### config.mk
export PLATFORM = sky130hd
export DESIGN_NAME = copper_engine_flat
export DESIGN_NICKNAME = d
export VERILOG_FILES = /design/src/hw/copper_pkg.sv /design/src/hw/copper_mem_if.sv /design/src/hw/copper_engine.sv /design/src/flat_wrapper.sv
export SDC_FILE = /design/constraint.sdc
export NUM_CORES = 1
export LEC_CHECK = 0
export BUFFER_PORTS_ARGS = -buffer_cell sky130_fd_sc_hd__buf_2
export CAP_MARGIN = 10
export CORE_MARGIN = 8
export CORE_UTILIZATION = 45
export CTS_BUF_LIST = sky130_fd_sc_hd__clkbuf_4 sky130_fd_sc_hd__clkbuf_8 sky130_fd_sc_hd__clkbuf_16
export CTS_CLUSTER_SIZE = 16
export DETAILED_ROUTE_END_ITERATION = 10
export PLACE_DENSITY = 0.87
export SYNTH_ARGS = -nofsm -noshare
export SYNTH_HDL_FRONTEND = slang
export SYNTH_SLANG_ARGS = --single-unit
### constraint.sdc
create_clock -name clk -period 1.8 [get_ports clk]
set_input_delay 0.36 -clock clk [delete_from_list [all_inputs] [get_ports clk]]
set_output_delay 0.36 -clock clk [all_outputs]
set_load 0.1 [all_outputs]
### src/hw/copper_pkg.sv
// shared copper definitions
// word and enum types, register map, id value and widths
package copper_pkg;

    // copper memory word, opcode in [15:12], operand in [11:0]
    typedef logic [15:0] word_t;

    // instruction opcodes, unlisted codes fall through as nop
    typedef enum logic [3:0] {
        NOP   = 4'h0,
        WAITV = 4'h1,
        WAITH = 4'h2,
        MOVE  = 4'h3,
        END   = 4'hF
    } copper_op_e;

    // engine FSM states
    typedef enum logic [2:0] {
        IDLE,
        FETCH,
        DECODE,
        WAIT_BEAM,
        MOVE_DATA,
        HALT
    } copper_state_e;

    // AXI4-Lite byte address width
    localparam int AXI_AW = 13;

    // register map, byte offsets
    localparam logic [AXI_AW-1:0] CTRL_ADDR   = 13'h000;
    localparam logic [AXI_AW-1:0] STATUS_ADDR = 13'h004;
    localparam logic [AXI_AW-1:0] ID_ADDR     = 13'h008;
    localparam logic [AXI_AW-1:0] MEM_BASE    = 13'h1000;

    // read-only identification, "COP" plus revision 1
    localparam logic [31:0] COPPER_ID = 32'h434F5001;

    // AXI response codes
    localparam logic [1:0] RESP_OKAY   = 2'b00;
    localparam logic [1:0] RESP_SLVERR = 2'b10;

    // beam coordinate width
    localparam int BEAM_W = 12;

endpackage

### src/hw/copper_mem_if.sv
// copper memory port bundle
// host write port, engine read port and memory side
`timescale 1ns/1ps

interface copper_mem_if import copper_pkg::*; #(
    parameter int AWIDTH = 10
) ();

    // write port, driven by the host block
    logic              wr_en;
    logic [AWIDTH-1:0] wr_addr;
    word_t             wr_data;

    // read port, address from the engine, data from the memory
    logic [AWIDTH-1:0] rd_addr;
    word_t             rd_data;

    modport writer (output wr_en, output wr_addr, output wr_data);

    modport reader (output rd_addr, input rd_data);

    modport mem (input wr_en, input wr_addr, input wr_data, input rd_addr, output rd_data);

endinterface

### src/hw/copper_engine.sv
// copper execution engine
// fetch and decode FSM, beam waits and timed register writes
`timescale 1ns/1ps

module copper_engine import copper_pkg::*; #(
    parameter int AWIDTH = 10,
    parameter int REG_AW = 8
) (
    input  logic              clk,
    input  logic              rst_n_i,
    input  logic              enable_i,
    input  logic              frame_start_i,
    input  logic [BEAM_W-1:0] h_pos_i,
    input  logic [BEAM_W-1:0] v_pos_i,
    // program memory read port
    copper_mem_if.reader      mem_if,
    // video register write port
    output logic              reg_wr_o,
    output logic [REG_AW-1:0] reg_addr_o,
    output word_t             reg_data_o,
    output logic              running_o,
    output logic [AWIDTH-1:0] pc_o
);

    copper_state_e     state;
    copper_op_e        opcode;
    logic [AWIDTH-1:0] pc;
    logic              wait_vert;
    logic [BEAM_W-1:0] wait_pos;
    logic              beam_reached;

    // memory always reads at pc, data is valid one cycle later
    assign mem_if.rd_addr = pc;
    assign opcode         = copper_op_e'(mem_if.rd_data[15:12]);

    assign pc_o      = pc;
    assign running_o = (state != IDLE) && (state != HALT);

    // beam at or past the waited line or column
    assign beam_reached = wait_vert ? (v_pos_i >= wait_pos) : (h_pos_i >= wait_pos);

    always_ff @(posedge clk) begin
        if (!rst_n_i) begin
            state    <= IDLE;
            pc       <= '0;
            reg_wr_o <= 1'b0;
        end else begin
            // write strobe is a single cycle pulse
            reg_wr_o <= 1'b0;
            if (!enable_i) begin
                state <= IDLE;
            end else if (frame_start_i) begin
                // every frame restarts at word 0
                pc    <= '0;
                state <= FETCH;
            end else begin
                case (state)
                    FETCH: begin
                        // address issued this cycle, pc moves on
                        pc    <= pc + 1'b1;
                        state <= DECODE;
                    end
                    DECODE: begin
                        case (opcode)
                            WAITV, WAITH: state <= WAIT_BEAM;
                            MOVE: begin
                                // pc already points at the data word
                                pc    <= pc + 1'b1;
                                state <= MOVE_DATA;
                            end
                            END:     state <= HALT;
                            default: state <= FETCH;
                        endcase
                    end
                    WAIT_BEAM: begin
                        if (beam_reached) begin
                            state <= FETCH;
                        end
                    end
                    MOVE_DATA: begin
                        reg_wr_o <= 1'b1;
                        state    <= FETCH;
                    end
                    // idle and halt only leave on frame start
                    default: state <= state;
                endcase
            end
        end
    end

    // operand capture
    always_ff @(posedge clk) begin
        if (state == DECODE) begin
            wait_vert <= (opcode == WAITV);
            wait_pos  <= mem_if.rd_data[BEAM_W-1:0];
            if (opcode == MOVE) begin
                // low operand bits select the video register
                reg_addr_o <= mem_if.rd_data[REG_AW-1:0];
            end
        end
        if (state == MOVE_DATA) begin
            reg_data_o <= mem_if.rd_data;
        end
    end

endmodule

### src/flat_wrapper.sv
// flat-port wrapper written by rule: the top's interface ports become plain ports
module copper_engine_flat import copper_pkg::*;
#(
    parameter int AWIDTH = 10,
    parameter int REG_AW = 8
)
  (clk, rst_n_i, enable_i, frame_start_i, h_pos_i, v_pos_i, reg_wr_o, reg_addr_o, reg_data_o, running_o, pc_o, mem_if_rd_addr, mem_if_rd_data);
  copper_mem_if #(.AWIDTH(AWIDTH)) mem_if_i ();
  input  logic clk;
  input  logic rst_n_i;
  input  logic enable_i;
  input  logic frame_start_i;
  input  logic [BEAM_W-1:0] h_pos_i;
  input  logic [BEAM_W-1:0] v_pos_i;
  output logic reg_wr_o;
  output logic [REG_AW-1:0] reg_addr_o;
  output word_t reg_data_o;
  output logic running_o;
  output logic [AWIDTH-1:0] pc_o;
  output wire logic [$bits(mem_if_i.rd_addr)-1:0] mem_if_rd_addr;
  input wire logic [$bits(mem_if_i.rd_data)-1:0] mem_if_rd_data;
  assign mem_if_rd_addr = mem_if_i.rd_addr;
  assign mem_if_i.rd_data = mem_if_rd_data;
  copper_engine #(.AWIDTH(AWIDTH), .REG_AW(REG_AW)) u_core (.clk(clk), .rst_n_i(rst_n_i), .enable_i(enable_i), .frame_start_i(frame_start_i), .h_pos_i(h_pos_i), .v_pos_i(v_pos_i), .mem_if(mem_if_i), .reg_wr_o(reg_wr_o), .reg_addr_o(reg_addr_o), .reg_data_o(reg_data_o), .running_o(running_o), .pc_o(pc_o));
endmodule
==> results of run 1 <==
-- flip-flops by register name, indices dropped and copies added (netlist names) --
| signal | cells |
|---|---|
| u_core.wait_pos | 12 |
| u_core.reg_wr_o | 1 |
| u_core.mem_if.rd_addr | 10 |
| u_core.wait_vert | 1 |
| u_core.reg_addr_o | 8 |
| u_core.state | 3 |
| u_core.reg_data_o | 16 |
-- worst max-delay path: stages, from the launching register on --
cell and delay, ns:
dfxtp_4 0.37, buf_6 0.11, and2b_1 0.17, or3_4 0.35, buf_12 0.18
-- path summary, 6_finish.rpt --
path | end | cells after the start
worst max-delay path | running_o | 4
worst min-delay path | u_core.wait_pos[8] | 1
worst max register to register | u_core.mem_if.rd_addr[9] | 5
worst min register to register | u_core.mem_if.rd_addr[9] | 2
-- cell families (layout without fill, tap and decap cells) --
family                   Yosys count  in the layout  share of synthesized area
AO/OA/AOI/OAI                     26             26                     0.0735
XOR/XNOR                           9              9                     0.0313
adder cells (fa/ha/maj)           25             25                      0.124
buffers and inverters             26            123                     0.0536
flip-flops                        51             51                      0.552
multiplexers                       1              1                    0.00397
AND/OR/NAND/NOR                   65             65                      0.162
-- per-layer routing --
metal / vias to the layer above / routed length [µm] / part of all wire / track usage
met2: 45 / 3050 / 0.52 / 0.252
met4: 0 / 71 / 0.012 / 0.0518
li1: 934 / - / - / -
met5: - / 0 / 0 / 0
met3: 7 / 276 / 0.047 / 0.0374
met1: 887 / 2450 / 0.42 / 0.155
-- area by class of cell --
cell class | instances | area [µm²] | share of cell area
clock buffer | 5 | 68.8 | 0.0211
clock inverter | 3 | 38.8 | 0.0119
inverter | 14 | 52.6 | 0.0161
multi-input combinational | 126 | 1030 | 0.317
sequential | 51 | 1410 | 0.432
tap | 72 | 90.1 | 0.0277
timing repair buffer | 101 | 567 | 0.174
-- power by group through the flow --
stage | Combinational, mW | Sequential (mW) | Clock, mW
5_1_grt | 0.221 | 1.26 | 0.835
2_1_floorplan | 0.0890 | 1.30 | 0
4_1_cts | 0.196 | 1.26 | 0.790
6_report | 0.200 | 1.26 | 0.770
3_5_place_dp | 0.186 | 1.29 | 0
3_3_place_gp | 0.179 | 1.29 | 0
-- layout by cell type (no fill, tap or decap), drive strengths merged, types with 4 or more instances in the layout --
master	instances
nand3	5
inv	14
nor2	15
nand4	5
nor2b	5
dfxtp	14
xnor2	6
edfxtp	37
a21oi	6
and4bb	4
clkbuf	5
ha	25
buf	101
nand2	9
-- repair_timing --
| item | in CTS | in global routing |
|---|---|---|
| setup buffers | 4 | 0 |
| hold buffers | 0 | 0 |
| setup endpoints to repair | 5 | 12 |
| pin swaps | 1 | 0 |
| gates resized for setup | 10 | 7 |
==> metrics.md, run 1 <==
| Metric | Value |
|---|---|
| Outcome | finished, violations left |
| Failing checks | setup timing |
| Clock Sinks | 51 |
| Tcrit/Tclk final | 1.03 |
| Core Region | 5470 µm² |
| Post-synth EDFFs | 37 |
| Final hold slack | about 0.24 ns |
| Synth cell types | 44 |
| First-pass GRT wire length | between 9000 and 10000 µm |
| Final core utilization | 0.595 |
| Sequential Power Share | 0.566 |
| Initial drt markers | 70 |
| Tot Pwr | ~2.2 mW |
| Pleak | ~1.4 nW |
| Num CTS Buffers | 5 |
| Min-delay worst type | in -> reg |
| Layout cells sized above 1 | 0.440 |
| Io pins | 90 |
| Hold Path Origin | mem_if_rd_data[8] |
| Synth Flop Type | edfxtp_1 |
| Initial core utilization | 0.461 |
| Area delta synth->final | 29.2% |
| Least-Margin Pin Slew | between 0.4 and 0.5 ns |
| Setup-failing EPs final | 1 |
| Clk_skew | roughly 0.011 ns |
| Reg clk slew, reported paths | around 0.090 ns |
| Max-slew violation count | 0 |
| Seq cells post-synth | 51 |
| Combinational Power Share | 0.089 |
| Post-Syn Area | around 2500 µm² |
| Avg Inst Size Synth | around 12 µm² |
| Internal Dissipation | between 1.5 and 2 mW |
| Share of flip-flops with an asynchronous set or reset | 0 |
| Yosys top cell by area | edfxtp_1 |
| Switch share | 0.212 |
| Port bufs | 89 |
| CP max FO | 6 |
| Peak Freq | around 0.54 GHz |
| Worst EP arrival | between 1 and 1.5 ns |
| Total wire length | about 6000 µm |
| Req. time, crit path | about 1.4 ns |
| Die width | slightly above 90 µm |
| Largest net degree at the start of global routing | 16 |
| Die Ht | approximately 91 µm |
| Register area share after synthesis | 0.552 |
| Ant diodes | 0 |
| Worst setup SP type | flip-flop |
| H-tree Lvls | 2 |
| Pre-CTS setup slack | -0.0413 ns |
| Crit end category | output pin |
| Post-synthesis cell count | 203 |
| Clock power share | 0.345 |
| Initial antenna violation count | 0 |
| CTS max path bufs | 2 |
| Crit Reg-Reg Startpoint | u_core.state[1] |
| Core Rows | 27 |
| Worst vdd ir | just over 0.6 mV |
| Synth warn | 0 |
| Placed wire-length estimate | 4610 µm |
| DR WL/cell | ~16 µm |
| Root Driver | clkbuf_8 |
| Yosys top cell area share | 0.441 |
| RSZ-0062 raised after global routing | true |
| Nets@finish | between 300 and 400 |
| Critical path launch point | u_core.state[2] |
| Switching power | 473 µW |
| Via count of the first global-routing pass | approximately 2k |
| RePlAce Congestion | slightly above 0.8 |
| Final worst slack | -0.0501 ns |
| Synthesized netlist net count | ~270 |
| Via density | a little over 5 |
| Finished Cell Area | roughly 3300 µm² |
| GRT Total Usage | 0.141 |
| Final hold viol count | 0 |
| Clk_lat worst skew | 0.30 ns |
| Setup slack, reg-to-reg | about 0.030 ns |
| TritonRoute pass-1 iters | 4 |
| Most common cell in the netlist | edfxtp_1 |
| ANT nets after route | 0 |
| Placed Cells | between 300 and 400 |
| DIE AREA | around 8300 µm² |
| Slew headroom | 0.672 |
| PwrDens | 686 nW/µm² |
| Fill count | 460 |
| Via count | around 1.9k |
| Ranking of synthesized cells by area | edfxtp_1 44%, ha_1 12%, dfxtp_1 11% |
| CTS tree | done |
| Setup_tns | -0.0501 ns |
| Final Non-Filler Cells | around 370 |
| Most frequent cells after synthesis | 37 x edfxtp_1, 25 x ha_1, 15 x nor2_1, 14 x dfxtp_1, 14 x inv_1 |
| # DRC | 0 |
| CP Class | reg -> out |
| Post-DP Area | between 3000 and 4000 µm² |
| Post-layout min period | 1.85 ns |
| Remaining Overflow, GRT | 0 |
| MaxCap Viol Count | 0 |
No activity file was read; power rests on OpenSTA's default activity.
==> run 2: changes to the inputs <==
Clock period 1.8 ns to 1.7 ns, I/O delays scaled along.
==> run 2 against run 1 <==
  * The run still ends with setup timing left
  * Final area grew 2.2%
  * Setup slack got worse by 0.059 ns
  * Power rose by 6.5%
  * Clock skew up 0.00093 ns
  * Critical path type unchanged
  * Highest routed layer is now met5
==> metrics.md, run 2 (synthesis gave the netlist of run 1 again) <==
| Metric | Value |
|---|---|
| Largest net degree at the start of global routing | 17 |
| Top reg by flops | u_core.reg_data_o |
| Commonest non-fill, non-tap cell in the layout | buf_2 |
| GRT Total Usage | 0.142 |
| Die width | ~91 µm |
| Hold_buf cts | 0 |
| CTS tree | done |
| Peak Freq | 0.553 GHz |
| CP max stage delay | approximately 0.38 ns |
| RePlAce Congestion | 0.810 |
| ANT nets after route | 0 |
| H-tree Lvls | 2 |
| Met1 Wirelength | ~2500 µm |
| Worst vdd ir | between 0.3 and 0.4 mV |
| Max layer used | met5 |
| Hold Path Origin | mem_if_rd_data[9] |
| Critical path launch point | u_core.state[2] |
| Placed wire-length estimate | 4800 µm |
| Via density | between 5 and 6 |
| Num CTS Buffers | 5 |
| Reg clk slew, reported paths | ~0.1 ns |
| Post-layout min period | around 1.8 ns |
| Req. time, crit path | between 1 and 1.5 ns |
| Setup-failing EPs final | 1 |
| RSZ-0062 raised after global routing | true |
| Initial drt markers | a little over 90 |
| DIE AREA | 8250 µm² |
| Routed met2 length | 3070 µm |
| Min-delay worst type | in -> reg |
| Via count of the first global-routing pass | between 1.5k and 2k |
| Slew headroom | 0.666 |
| Tot Pwr | approximately 2.4 mW |
| TritonRoute pass-1 iters | 6 |
| Root Driver | clkbuf_8 |
| Met3 WL post-DR | roughly 330 µm |
| Most frequent cells in the layout | 88 x buf_2, 37 x edfxtp_1, 25 x ha_1 |
| Port bufs | just under 90 |
| Pleak | 1.47 nW |
| Remaining Overflow, GRT | 0 |
| Tcrit/Tclk final | 1.06 |
| Via count | about 1.9k |
| Clk_skew | around 0.012 ns |
| CTS max path bufs | 2 |
| Final worst slack | -0.109 ns |
| Total wire length | between 6000 and 7000 µm |
| Max-slew violation count | 0 |
| Io pins | 90 |
| Area delta synth->final | 32.1% |
| Die Ht | slightly above 90 µm |
| Clock Sinks | around 50 |
| Setup_tns | -0.109 ns |
| Core Rows | 27 |
| Outcome | finished, violations left |
| Worst setup SP type | flip-flop |
| Ant diodes | 0 |
| CP Cell Sequence | buf_6 > and2b_1 > or3_4 > buf_12 |
| Failing checks | setup timing |
| Max reg flops | 16 |
| Crit Reg-Reg Startpoint | u_core.wait_pos[5] |
| Nets@finish | ~370 |
| Least-Margin Pin Slew | between 0.5 and 0.6 ns |
| CP max FO | 4 |
| Placed Cells | 366 |
| Layout cells sized above 1 | 0.467 |
| MaxCap Viol Count | 0 |
| Initial antenna violation count | 1 |
| Fill count | 457 |
| DR WL/cell | 16.0 µm |
| Clk_lat worst skew | about 0.3 ns |
| Worst EP arrival | about 1.5 ns |
| # DRC | 0 |
| Crit end category | output pin |
| CP Class | reg -> out |
| Final hold viol count | 0 |
| Initial core utilization | 0.461 |
| Slowest CP cell | or3_4 |
| First-pass GRT wire length | roughly 9600 µm |
| Final Non-Filler Cells | 376 |
| Setup slack, reg-to-reg | ~0.07 ns |
| PwrDens | slightly above 700 nW/µm² |
| Core Region | between 5000 and 6000 µm² |
run 2: cell types whose count changed in the layout (fill, tap and decap cells not counted), moves of 2 or more:
cell,change
a21oi_1,-2
a21oi_2,+2
buf_4,+4
dfxtp_2,-2
dfxtp_4,+3
run 2: critical path, delay by kind of cell, from the launching register on:
family | cells | cell delay (ns)
AND/OR/NAND/NOR | 2 | 0.53
buffers and inverters | 2 | 0.28
flip-flops | 1 | 0.35
run 2: timing repair:
item	CTS	global route
pin swaps	1	7
endpoints found under the setup margin	10	7
buffers inserted	1	1
gates resized for setup	13	12
run 2: per-layer routing:
metal	GRT usage	vias to the layer above
met5	0	-
met4	0.0368	2
met3	0.0391	12
met2	0.250	48
met1	0.164	894
li1	-	943
run 2: power breakdown:
group	total [mW]	switching [mW]	internal, mW	leakage [nW]
logic	0.221	0.116	0.105	0.960
registers	1.33	0.00402	1.33	0.452
clock network	0.825	0.387	0.437	0.0543
run 2: path summary, 6_finish.rpt:
check | endpoint | cells past startpoint
min reg2reg | u_core.mem_if.rd_addr[9] | 2
min | u_core.wait_pos[9] | 1
max reg2reg | u_core.state[1] | 6
max | running_o | 4
run 2: area by class of cell:
cell class / instances / area (µm²) / share of cell area
Clock inverter: 3 / 43.8 / 0.0132
Inverter: 14 / 52.6 / 0.0158
Tap cell: 72 / 90.1 / 0.0271
Sequential cell: 51 / 1420 / 0.425
Clock buffer: 5 / 68.8 / 0.0207
Timing Repair Buffer: 105 / 597 / 0.179
Multi-Input combinational cell: 126 / 1060 / 0.319
run 2: metrics by stage:
stage                     hold WS [ns]  utilization  area, µm²  setup WS, ns
after detailed placement         0.487        0.568       3110        -0.156
after global routing             0.224        0.608       3330        -0.148
after CTS                        0.220        0.598       3270        -0.141
after global placement           0.471        0.568       3110       -0.0736
after floorplan                  0.418            -       2540       -0.0241
final                            0.229        0.608       3330        -0.109
