==> src/hw/copper_pkg.sv <==
// shared copper definitions
// word and enum types, register map, id value and widths
package copper_pkg;

    // copper memory word, opcode in [15:12], operand in [11:0]
    typedef logic [15:0] word_t;

    // instruction opcodes, unlisted codes fall through as nop
    typedef enum logic [3:0] {
        NOP   = 4'h0,
        WAITV = 4'h1,
        WAITH = 4'h2,
        MOVE  = 4'h3,
        END   = 4'hF
    } copper_op_e;

    // engine FSM states
    typedef enum logic [2:0] {
        IDLE,
        FETCH,
        DECODE,
        WAIT_BEAM,
        MOVE_DATA,
        HALT
    } copper_state_e;

    // AXI4-Lite byte address width
    localparam int AXI_AW = 13;

    // register map, byte offsets
    localparam logic [AXI_AW-1:0] CTRL_ADDR   = 13'h000;
    localparam logic [AXI_AW-1:0] STATUS_ADDR = 13'h004;
    localparam logic [AXI_AW-1:0] ID_ADDR     = 13'h008;
    localparam logic [AXI_AW-1:0] MEM_BASE    = 13'h1000;

    // read-only identification, "COP" plus revision 1
    localparam logic [31:0] COPPER_ID = 32'h434F5001;

    // AXI response codes
    localparam logic [1:0] RESP_OKAY   = 2'b00;
    localparam logic [1:0] RESP_SLVERR = 2'b10;

    // beam coordinate width
    localparam int BEAM_W = 12;

endpackage

==> src/hw/copper_mem_if.sv <==
// copper memory port bundle
// host write port, engine read port and memory side
`timescale 1ns/1ps

interface copper_mem_if import copper_pkg::*; #(
    parameter int AWIDTH = 10
) ();

    // write port, driven by the host block
    logic              wr_en;
    logic [AWIDTH-1:0] wr_addr;
    word_t             wr_data;

    // read port, address from the engine, data from the memory
    logic [AWIDTH-1:0] rd_addr;
    word_t             rd_data;

    modport writer (output wr_en, output wr_addr, output wr_data);

    modport reader (output rd_addr, input rd_data);

    modport mem (input wr_en, input wr_addr, input wr_data, input rd_addr, output rd_data);

endinterface

==> src/hw/copper_axil_regs.sv <==
// AXI4-Lite host block for the copper
// ctrl, status and id registers plus the program memory write window
`timescale 1ns/1ps

module copper_axil_regs import copper_pkg::*; #(
    parameter int AWIDTH = 10
) (
    input  logic              clk,
    input  logic              rst_n_i,
    // write address and data
    input  logic [AXI_AW-1:0] awaddr_i,
    input  logic              awvalid_i,
    output logic              awready_o,
    input  logic [31:0]       wdata_i,
    input  logic              wvalid_i,
    output logic              wready_o,
    // write response
    output logic [1:0]        bresp_o,
    output logic              bvalid_o,
    input  logic              bready_i,
    // read address
    input  logic [AXI_AW-1:0] araddr_i,
    input  logic              arvalid_i,
    output logic              arready_o,
    // read data
    output logic [31:0]       rdata_o,
    output logic [1:0]        rresp_o,
    output logic              rvalid_o,
    input  logic              rready_i,
    // engine side
    input  logic [AWIDTH-1:0] pc_i,
    input  logic              running_i,
    output logic              enable_o,
    // memory write port
    copper_mem_if.writer      mem_if
);

    // window size in bytes, one word per 32-bit slot
    localparam int MEM_BYTES = 4 * (2 ** AWIDTH);

    logic              aw_hs;
    logic              ar_hs;
    logic [AXI_AW-1:0] wr_off;
    logic              wr_in_mem;
    logic              wr_ok;
    logic [31:0]       status_word;
    logic [31:0]       rd_word;
    logic              rd_ok;

    // accept only with address and data together and no response pending
    assign aw_hs     = awvalid_i && wvalid_i && !bvalid_o;
    assign awready_o = aw_hs;
    assign wready_o  = aw_hs;

    assign ar_hs     = arvalid_i && !rvalid_o;
    assign arready_o = ar_hs;

    // memory window decode
    assign wr_off    = awaddr_i - MEM_BASE;
    assign wr_in_mem = (awaddr_i >= MEM_BASE) && (32'(wr_off) < MEM_BYTES);
    // only ctrl and the memory window are writable
    assign wr_ok     = (awaddr_i == CTRL_ADDR) || wr_in_mem;

    // memory written on the acceptance edge, low half of the data bus
    assign mem_if.wr_en   = aw_hs && wr_in_mem;
    assign mem_if.wr_addr = wr_off[AWIDTH+1:2];
    assign mem_if.wr_data = wdata_i[15:0];

    // status: running in bit 0, pc from bit 16 up
    always_comb begin
        status_word                = '0;
        status_word[0]             = running_i;
        status_word[16 +: AWIDTH]  = pc_i;
    end

    // read mux, memory window is write only
    always_comb begin
        rd_word = '0;
        rd_ok   = 1'b1;
        case (araddr_i)
            CTRL_ADDR:   rd_word = {31'b0, enable_o};
            STATUS_ADDR: rd_word = status_word;
            ID_ADDR:     rd_word = COPPER_ID;
            default:     rd_ok = 1'b0;
        endcase
    end

    // write channel control and ctrl register
    always_ff @(posedge clk) begin
        if (!rst_n_i) begin
            bvalid_o <= 1'b0;
            enable_o <= 1'b0;
        end else begin
            if (bvalid_o && bready_i) begin
                bvalid_o <= 1'b0;
            end
            if (aw_hs) begin
                bvalid_o <= 1'b1;
                if (awaddr_i == CTRL_ADDR) begin
                    enable_o <= wdata_i[0];
                end
            end
        end
    end

    // read channel control
    always_ff @(posedge clk) begin
        if (!rst_n_i) begin
            rvalid_o <= 1'b0;
        end else if (ar_hs) begin
            rvalid_o <= 1'b1;
        end else if (rready_i) begin
            rvalid_o <= 1'b0;
        end
    end

    // response payload, held while valid waits for ready
    always_ff @(posedge clk) begin
        if (aw_hs) begin
            bresp_o <= wr_ok ? RESP_OKAY : RESP_SLVERR;
        end
        if (ar_hs) begin
            rdata_o <= rd_word;
            rresp_o <= rd_ok ? RESP_OKAY : RESP_SLVERR;
        end
    end

endmodule

==> src/flat_wrapper.sv <==
// flat-port wrapper written by rule: the top's interface ports become plain ports
module copper_axil_regs_flat import copper_pkg::*;
#(
    parameter int AWIDTH = 10
)
  (clk, rst_n_i, awaddr_i, awvalid_i, awready_o, wdata_i, wvalid_i, wready_o, bresp_o, bvalid_o, bready_i, araddr_i, arvalid_i, arready_o, rdata_o, rresp_o, rvalid_o, rready_i, pc_i, running_i, enable_o, mem_if_wr_en, mem_if_wr_addr, mem_if_wr_data);
  copper_mem_if #(.AWIDTH(AWIDTH)) mem_if_i ();
  input  logic clk;
  input  logic rst_n_i;
  input  logic [AXI_AW-1:0] awaddr_i;
  input  logic awvalid_i;
  output logic awready_o;
  input  logic [31:0] wdata_i;
  input  logic wvalid_i;
  output logic wready_o;
  output logic [1:0] bresp_o;
  output logic bvalid_o;
  input  logic bready_i;
  input  logic [AXI_AW-1:0] araddr_i;
  input  logic arvalid_i;
  output logic arready_o;
  output logic [31:0] rdata_o;
  output logic [1:0] rresp_o;
  output logic rvalid_o;
  input  logic rready_i;
  input  logic [AWIDTH-1:0] pc_i;
  input  logic running_i;
  output logic enable_o;
  output wire logic [$bits(mem_if_i.wr_en)-1:0] mem_if_wr_en;
  output wire logic [$bits(mem_if_i.wr_addr)-1:0] mem_if_wr_addr;
  output wire logic [$bits(mem_if_i.wr_data)-1:0] mem_if_wr_data;
  assign mem_if_wr_en = mem_if_i.wr_en;
  assign mem_if_wr_addr = mem_if_i.wr_addr;
  assign mem_if_wr_data = mem_if_i.wr_data;
  copper_axil_regs #(.AWIDTH(AWIDTH)) u_core (.clk(clk), .rst_n_i(rst_n_i), .awaddr_i(awaddr_i), .awvalid_i(awvalid_i), .awready_o(awready_o), .wdata_i(wdata_i), .wvalid_i(wvalid_i), .wready_o(wready_o), .bresp_o(bresp_o), .bvalid_o(bvalid_o), .bready_i(bready_i), .araddr_i(araddr_i), .arvalid_i(arvalid_i), .arready_o(arready_o), .rdata_o(rdata_o), .rresp_o(rresp_o), .rvalid_o(rvalid_o), .rready_i(rready_i), .pc_i(pc_i), .running_i(running_i), .enable_o(enable_o), .mem_if(mem_if_i));
endmodule
==> config.mk <==
export PLATFORM = sky130hd
export DESIGN_NAME = copper_axil_regs_flat
export DESIGN_NICKNAME = d
export VERILOG_FILES = /design/src/hw/copper_pkg.sv /design/src/hw/copper_mem_if.sv /design/src/hw/copper_axil_regs.sv /design/src/flat_wrapper.sv
export SDC_FILE = /design/constraint.sdc
export NUM_CORES = 1
export LEC_CHECK = 0
export ABC_AREA = 1
export BUFFER_PORTS_ARGS = -buffer_cell sky130_fd_sc_hd__buf_4
export CORE_MARGIN = 5
export CORE_UTILIZATION = 36
export DETAILED_ROUTE_END_ITERATION = 7
export HOLD_SLACK_MARGIN = 0.1
export PLACE_DENSITY = 0.87
export SETUP_SLACK_MARGIN = 0.02
export SYNTH_ARGS = -nofsm -noshare
export SYNTH_HDL_FRONTEND = slang
export SYNTH_SLANG_ARGS = --single-unit
==> constraint.sdc <==
create_clock -name clk -period 2.8 [get_ports clk]
set_clock_uncertainty 0.15 [all_clocks]
set_input_delay 0.56 -clock clk [delete_from_list [all_inputs] [get_ports clk]]
set_output_delay 0.56 -clock clk [all_outputs]
set_load 0.02 [all_outputs]
==> results of run 1 <==
power breakdown:
| group | total [mW] | switching (mW) | leakage [nW] | internal (mW) |
|---|---|---|---|---|
| registers | 0.288 | 0.00427 | 0.162 | 0.284 |
| logic | 0.169 | 0.0931 | 0.692 | 0.0755 |
| clock network | 0.123 | 0.0677 | 0.0150 | 0.0551 |
| total | 0.580 | 0.165 | 0.869 | 0.415 |
routing by layer:
layer,global-route usage (%),wire (um)
met4,5.459,48
met3,2.463,295
met1,11.71,979
met5,0,0
met2,21.06,1402
flip-flops by register name (all words and copies together), names as in the netlist:
name	cells
u_core.enable_o	1
u_core.rresp_o	1
u_core.rvalid_o	1
u_core.rdata_o	12
u_core.bresp_o	1
u_core.bvalid_o	1
worst paths after layout:
path | from | to | slack [ns]
min | rst_n_i | u_core.bvalid_o | 0.36
max reg2reg | u_core.rvalid_o | u_core.rresp_o[1] | 1.58
max | awvalid_i | wready_o | 0.85
min reg2reg | u_core.enable_o | u_core.enable_o | 0.41
placed cells by master (no fill, tap or decap):
cell | synthesis | routed
nor2_1 | 19 | 19
nor3b_1 | 1 | 1
buf_4 | 49 | 79
clkbuf_1 | 0 | 1
clkbuf_4 | 0 | 3
nand3_2 | 3 | 3
nand2_4 | 1 | 1
nand3_1 | 3 | 3
nand4_1 | 2 | 2
nand2_1 | 20 | 20
nor2_2 | 3 | 3
conb_1 | 1 | 20
a21oi_1 | 2 | 2
nor2_4 | 2 | 2
inv_4 | 1 | 1
dfxtp_1 | 3 | 3
inv_1 | 15 | 15
o21a_1 | 2 | 2
edfxtp_1 | 14 | 14
nand2_2 | 2 | 2
logic make-up (layout without fill, tap and decap cells):
family	Yosys count	count (layout)	synth area share (%)
AO/OA/AOI/OAI	4	4	2.057
buffers and inverters	65	99	35.39
flip-flops	17	17	39.51
other	1	20	0.3083
AND/OR/NAND/NOR	56	56	22.74
layout make-up:
class | instances | area share (%)
well taps | 46 | 3.605
clock buffers | 4 | 1.646
flip-flops and latches | 17 | 30.09
repair buffers | 79 | 37.15
multi-input cells | 80 | 23.59
inverters | 16 | 3.918
worst max-delay path, stage by stage:
cell     delay [ns]
buf_4          0.08
nand2_1        0.06
nor2_1         0.32
buf_4          0.22
==> impl_results.md, run 1 <==
- Die width: between 60 and 70 um
- Req. time, crit path: around 2.1 ns
- Synth area leader: edfxtp_1
- Avg Inst Size Synth: 8.505 sq um
- LEAKAGE: approximately 0.87 nW
- Final #Nets: ~270
- Register-to-Register Path Depth: 2
- Total global-route track usage: a little under an eighth
- Gp weighted congestion: between 0.7 and 0.8
- Yosys top cell area share: between 30% and 40%
- Final setup fails: 0
- Diodes inserted: 0
- Period Utilization, post-route: between 60 and 70%
- Syn. warnings: 0
- Post-route core utilization: ~48%
- DP Worst Slack: 0.8538 ns
- # clock sinks: 17
- Share of the yosys chip area belonging to registers: about two fifths
- CTS tree: built
- Mapped cell area: 0.001216 sq mm
- CTS Buf Count: 3
- Setup_tns: 0 ns
- Slack of the critical path: 0.8539 ns
- DRT antenna net count: 0
- Cts hold-fix bufs: 0
- Row Count: 21
- Minimum clock period: about 1.9 ns
- Clk slew on worst S/H paths: approximately 0.090 ns
- Port Buffers: 78
- Mapped Cells: between 100 and 150
- First-pass GRT wire length: a little under 4000 um
- Final Hold Viols: 0
- Die Y: between 60 and 70 um
- # IOs: approximately 150
- Crit path DAT: 1.24 ns
- Outcome: completed
- Clk Latency, worst-skew pair: 0.27 ns
- Hold Slack: roughly 0.36 ns
- Area of the die: between 0.004 and 0.005 sq mm
- Max Clock Freq: roughly 0.51 GHz
- First-pass DRT Iterations: 4
- Multi-input logic area: 376.6 sq um
- Max-slew violation count: 0
- Type of origin of the critical path: primary input
- Top-count cell post-synth: buf_4
- Dpl cells: roughly 240
- Seq. cell area: slightly below 500 sq um
- DRT iter0 DRCs: 18
- Pwr Total: 0.5797 mW
- Hold Path Class: primary input to flop
- Ys async rst share: 0%
- Layout cell share with drive strength beyond 1: between 40% and 50%
- Peak VDD IR: between 0.0001 and 0.00015 V
- Synth area leaders: edfxtp_1 (35%), buf_4 (30%), nand2_1 (6.2%)
- H-tree levels: 1
- Hold Crit Depth: 2
- Resized cells post-CTS: 0
- FILL cells: about 340
- Cell Area, Placed: ~0.0016 sq mm
- Synthesis-stage register bit count: 17
- Core Region: 0.003311 sq mm
- Top_reg_cell synth: edfxtp_1
- Clk buf depth: 2
- Starting Density: a little under two fifths
- Post-CTS Setup Repair Bufs: 0
- Post-synth EDFFs: 14
- Drt wl/cell: about 11 um
- Pwr/cell area: around 360 mW/mm^2
- Critical Path Fanout Max: 6
- CP Capture Type: output port
- DRC: 0
- DR vias: between 900 and 1000
- Vias per inst: around 3.9
- Final std cells w/o fill: around 240
- CP Class: primary input to output port
- Largest net degree at the start of global routing: 15
- RSZ-0062 raised after global routing: false
- Synth cell count leaders: buf_4 (49), nand2_1 (20), nor2_1 (19)
- DPL Wire Length: ~2400 um
- Vias in the first global route: between 900 and 1000
- Maxcap violations: 0
- Routed WL: approximately 2700 um
- Root buf cell: clkbuf_4
- Final Instance Area: about 0.0016 sq mm
- Initial antenna violation count: 0
- Distinct cells, synth: 18
- Grt total ovfl: 0
- Area Growth Syn to Fin: 31.28%
Note: power is estimated with default switching activity, not from simulation.
==> inputs of run 2 (changes only) <==
CORE_UTILIZATION = 33   (was 36)
PLACE_DENSITY = 0.8   (was 0.87)
clock period = 1.9 ns   (was 2.8 ns; I/O delays follow)
==> impl_results.md, run 2 (synthesis gave the netlist of run 1 again) <==
- Final Hold Viols: 0 (unchanged)
- Cts hold-fix bufs: 0 (unchanged)
- Cell Area, Placed: 0.001580 sq mm (+0.64%)
- Crit path depth: 2 (-2)
- # clock sinks: 17 (unchanged)
- DRT antenna net count: 0 (unchanged)
- CP Capture Type: output port
- Commonest non-fill, non-tap cell in the layout: buf_4
- Area of the die: 0.004999 sq mm (+7.7%)
- RSZ-0062 raised after global routing: false
- Register-to-Register Path Depth: 2 (unchanged)
- Most flops, register: u_core.rdata_o
- Outcome: completed
- Diodes inserted: 0 (unchanged)
- Pint: 0.6800 mW (+64%)
- Max Clock Freq: about 0.63 GHz
- Final std cells w/o fill: 245 (+1.2%)
- Most frequent cells in the layout: buf_4 (80), nand2_1 (20), conb_1 (20), nor2_1 (19), inv_1 (15)
- Number of flip-flops in the largest register: 12 (unchanged)
- Comb power frac: 26.9% (-2.2 points)
- CP Buf/Inv Count: 1 (-1)
- Vias per inst: 3.886 (-1.1%)
- Crit-path cells: nor2_1 > buf_4
- Final Instance Area: 0.001625 sq mm (+1.8%)
- Pwr Total: 0.9302 mW (+60%)
- Clk Latency, worst-skew pair: 0.24 ns (-0.03 ns)
- Hold Slack: 0.2183 ns (-0.1428 ns)
- CTS Buf Count: 3 (unchanged)
- Root buf cell: clkbuf_8
- Row Count: 22 (+4.8%)
- H-tree levels: 1 (unchanged)
- Drt wl/cell: 10.98 um (-2.6%)
- DR vias: 952 (+0.11%)
- LEAKAGE: 0.8819 nW (+1.5%)
- Initial antenna violation count: 0 (unchanged)
- Minimum clock period: 1.584 ns
- Max-slew violation count: 0 (unchanged)
- Sw Share: 26.89% (-1.6 points)
- Slowest stage delay, CP: 0.32 ns (about the same)
- Clk slew on worst S/H paths: 0.06 ns (-0.03 ns)
- Resized cells post-CTS: 0 (unchanged)
- Peak VDD IR: 0.0002260 V (+110%)
- Setup_tns: 0 ns (unchanged)
- Layout cell share with drive strength beyond 1: 48.22% (+0.26 points)
- Grt total ovfl: 0 (unchanged)
- Area Growth Syn to Fin: 33.64%
- Vias in the first global route: 935 (-0.85%)
- Req. time, crit path: 1.37 ns (-0.72 ns)
- Gp weighted congestion: 0.7117 (-1.5%)
- Delay-heaviest family, CP: flip-flops
- FILL cells: 375 (+11%)
- Clk buf depth: 2 (unchanged)
- Post-CTS Setup Repair Bufs: 0 (unchanged)
- Clock power share: 27.3% (+6.1 points)
- Hold Path Class: primary input to flop
- Core Region: 0.003606 sq mm (+8.9%)
- Final setup fails: 0 (unchanged)
- Psw: 0.2502 mW (+51%)
- Hold Crit Depth: 2 (unchanged)
- First-pass DRT Iterations: 4 (unchanged)
- Die width: 70.71 um (+3.8%)
- Critical Path Fanout Max: 4 (-2)
- Pwr/cell area: 572.3 mW/mm^2 (+58%)
- Type of origin of the critical path: flop
- Period Utilization, post-route: roughly 83%
- Crit path DAT: 1.05 ns (-0.19 ns)
- Routed WL: 2689 um (-1.4%)
- DRC: 0 (unchanged)
- CTS tree: built
- Starting Density: 33.73% (-3.0 points)
- # IOs: 145 (unchanged)
- Die Y: 70.71 um (+3.8%)
- First-pass GRT wire length: 4008 um (+0.86%)
- Maxcap violations: 0 (unchanged)
- DRT iter0 DRCs: 16 (-2)
- Total global-route track usage: 9.953% (-1.3 points)
- Slowest CP cell: dfxtp_1
- CP Class: flop to output port
- DPL Wire Length: 2392 um (-1.5%)
- Port Buffers: 78 (unchanged)
- Final #Nets: 274 (+0.37%)
- Dpl cells: 241 (+1.3%)
- Largest net degree at the start of global routing: 13 (-2)
- Sequential Power Share: 45.8% (-3.9 points)
[run 2: path summary, 6_finish.rpt]
check,from,to,slack (ns)
min reg2reg,u_core.enable_o,u_core.enable_o,0.41
max,u_core.rvalid_o,arready_o,0.32
max reg2reg,u_core.rvalid_o,u_core.rdata_o[0],0.57
min,rst_n_i,u_core.bvalid_o,0.22
[run 2: final cells by class]
class | instances | area (sq um) | area share (%)
tap | 48 | 60.06 | 3.695
timing repair buffer | 80 | 600.6 | 36.95
sequential | 17 | 480.5 | 29.56
inverter | 16 | 62.56 | 3.849
clock buffer | 4 | 45.04 | 2.771
multi-input combinational | 80 | 376.6 | 23.17
[run 2: worst reg2reg max path: cells and delay by family (launching register included)]
family	cells	cell delay [ns]
buffers and inverters	1	0.28
flip-flops	1	0.32
AND/OR/NAND/NOR	1	0.29
[run 2: per-stage QoR]
stage               worst slack (ns)  util [%]
CTS                           0.2860     45.07
floorplan                    0.09848         -
global placement              0.4030     43.82
global route                  0.2530     45.07
detailed placement            0.3775     43.82
finish                        0.3163     45.07
[run 2: power groups by stage]
stage	sequential, mW	clock, mW	combinational (mW)
floorplan	0.454	0	0.190
global placement	0.433	0	0.248
detailed placement	0.434	0	0.251
CTS	0.426	0.260	0.251
global route	0.427	0.277	0.267
finish	0.426	0.254	0.250
[run 2: metal layers]
metal	up-vias	track usage [%]	wire length, um
met1	417	9.099	922
met4	0	4.593	43
met5	-	0	0
met3	8	2.557	231
met2	47	19.98	1492
li1	480	-	-
==> inputs of run 3 (changes only) <==
CORE_UTILIZATION = 30   (was 33)
PLACE_DENSITY = 0.77   (was 0.8)
clock period = 1.3 ns   (was 1.9 ns; I/O delays follow)
==> impl_results.md, run 3 (synthesis gave the netlist of run 1 again) <==
- Outcome: finished with violations
- Failing checks: negative setup slack
- DRT antenna net count: 0 (unchanged)
- Slowest stage delay, CP: 0.36 ns (+0.04 ns)
- Root buf cell: clkbuf_8
- Starting Density: 30.62% (-3.1 points)
- FILL cells: 404 (+7.7%)
- Final Instance Area: 0.001745 sq mm (+7.4%)
- Routed WL: 2997 um (+11%)
- Period Utilization, post-route: 101.4%
- Hold Path Class: primary input to flop
- Pint: 1.020 mW (+50%)
- Core Region: 0.003971 sq mm (+10%)
- CTS Buf Count: 3 (unchanged)
- Crit-path cells: nor3b_2 > buf_4
- Final #Nets: 284 (+3.6%)
- Critical Path Fanout Max: 3 (-1)
- Area of the die: 0.005427 sq mm (+8.6%)
- Largest net degree at the start of global routing: 10 (-3)
- DPL Wire Length: 2559 um (+6.9%)
- RSZ-0062 raised after global routing: true
- Pwr Total: 1.403 mW (+51%)
- Drt wl/cell: 11.66 um (+6.2%)
- Max-slew violation count: 0 (unchanged)
- Sw Share: 27.27% (+0.38 points)
- Clk Latency, worst-skew pair: 0.24 ns (about the same)
- # IOs: 145 (unchanged)
- DR vias: 990 (+4.0%)
- Maxcap violations: 0 (unchanged)
- Pwr/cell area: 803.7 mW/mm^2 (+40%)
- DP Worst Slack: -0.1331 ns (-0.5106 ns)
- Diodes inserted: 0 (unchanged)
- Initial antenna violation count: 0 (unchanged)
- Final Hold Viols: 0 (unchanged)
- Peak VDD IR: 0.0002732 V (+21%)
- Vias per inst: 3.852 (-0.86%)
- Final setup fails: 1 (+1)
- Crit path DAT: 0.91 ns (-0.14 ns)
- H-tree levels: 1 (unchanged)
- Slowest CP cell: dfxtp_4
- Minimum clock period: 1.319 ns
- Row Count: 23 (+4.5%)
- Number of flip-flops in the largest register: 12 (unchanged)
- LEAKAGE: 0.9387 nW (+6.4%)
- Cell Area, Placed: 0.001643 sq mm (+4.0%)
- Area Growth Syn to Fin: 43.52%
- Comb power frac: 28.7% (+1.8 points)
- Seq. cell area: 485.5 sq um (+1.0%)
- Die width: 73.67 um (+4.2%)
- First-pass DRT Iterations: 4 (unchanged)
- Layout cell share with drive strength beyond 1: 52.66% (+4.4 points)
- Die Y: 73.67 um (+4.2%)
- DRT iter0 DRCs: 26 (+10)
- CP Class: flop to output port
- Multi-input logic area: 396.6 sq um (+5.3%)
- CTS tree: built
- First-pass GRT wire length: 4077 um (+1.7%)
- CP Capture Type: output port
- Psw: 0.3825 mW (+53%)
- Most flops, register: u_core.rdata_o
- Most frequent cells in the layout: buf_4 (85), nand2_1 (20), conb_1 (20), nor2_1 (17), inv_1 (15)
- Port Buffers: 78 (unchanged)
- Clock power share: 26.9% (-0.4 points)
- Hold path start: pc_i[3]
- Slack of the critical path: -0.01884 ns (-0.3351 ns)
- Max Clock Freq: roughly 0.76 GHz
- CP Buf/Inv Count: 1 (unchanged)
- Req. time, crit path: 0.89 ns (-0.48 ns)
- Worst R2R Start: u_core.bvalid_o
- Type of origin of the critical path: flop
- Sequential Power Share: 44.5% (-1.3 points)
- # clock sinks: 17 (unchanged)
- Gp weighted congestion: 0.8289 (+16%)
- Total global-route track usage: 9.926% (-0.026 points)
- Grt total ovfl: 0 (unchanged)
- Vias in the first global route: 933 (-0.21%)
- Clk slew on worst S/H paths: 0.06 ns (about the same)
- Delay-heaviest family, CP: flip-flops
- DRC: 0 (unchanged)
- Clk buf depth: 2 (unchanged)
- CP Launch Point: u_core.bvalid_o
- Commonest non-fill, non-tap cell in the layout: buf_4
==> run 3: cell count changes in the layout (fill, tap and decap cells not counted), moves of 2 or more <==
cell / before / now
buf_6: 0 / 4
nor2_4: 2 / 4
buf_4: 80 / 85
dfxtp_1: 3 / 1
nor2_1: 19 / 17
==> run 3: timing repair <==
item / CTS / global route
hold endpoints to repair: 2 / 0
pin swaps: 2 / 2
hold buffers: 1 / 0
endpoints found under the setup margin: 4 / 5
gates resized for setup: 5 / 3
buffers inserted: 2 / 1
==> run 3: routing by layer <==
| layer | wire (um) | GRT usage (%) |
|---|---|---|
| met1 | 894 | 8.885 |
| met2 | 1746 | 20.08 |
| met5 | 0 | 0 |
| met3 | 327 | 2.326 |
| met4 | 27 | 4.829 |
==> run 3: final cells by class <==
cell class	count	area share (%)
timing repair buffer	90	39.71
inverter	16	3.584
tap	50	3.584
sequential	17	27.81
multi-input combinational	80	22.72
clock buffer	4	2.581
==> run 3: power by group through the flow <==
stage,sequential [mW],combinational (mW),clock [mW]
after floorplan,0.665,0.281,0
after global placement,0.634,0.377,0
after detailed placement,0.636,0.384,0
after CTS,0.624,0.399,0.395
after global routing,0.626,0.429,0.407
final,0.624,0.402,0.377
==> run 3: stage by stage <==
| stage | setup TNS (ns) | utilization, % | instances | hold slack (ns) |
|---|---|---|---|---|
| 3_3_place_gp | -0.7658 | 41.37 | 249 | 0.3419 |
| 4_1_cts | -0.07894 | 43.54 | 256 | 0.1227 |
| 3_5_place_dp | -1.165 | 41.37 | 249 | 0.3508 |
| 2_1_floorplan | -0.05844 | - | 162 | 0.2275 |
| 5_1_grt | -0.1302 | 43.95 | 257 | 0.1313 |
| 6_report | -0.01884 | 43.95 | 257 | 0.1278 |
==> run 3: final timing paths <==
| kind | to | slack [ns] | cells after the start |
|---|---|---|---|
| setup / recovery | mem_if_wr_en | -0.02 | 2 |
| hold / removal | u_core.rdata_o[19] | 0.13 | 3 |
| setup reg to reg | u_core.enable_o | 0.11 | 6 |
| hold reg to reg | u_core.enable_o | 0.40 | 4 |
==> run 3: worst register-to-register path, cell delays in order, from the launching register on <==
cell	delay, ns
dfxtp_4	0.36
nor2_4	0.14
buf_4	0.13
buf_4	0.10
nand4_1	0.09
nand2_1	0.07
nor2_1	0.04
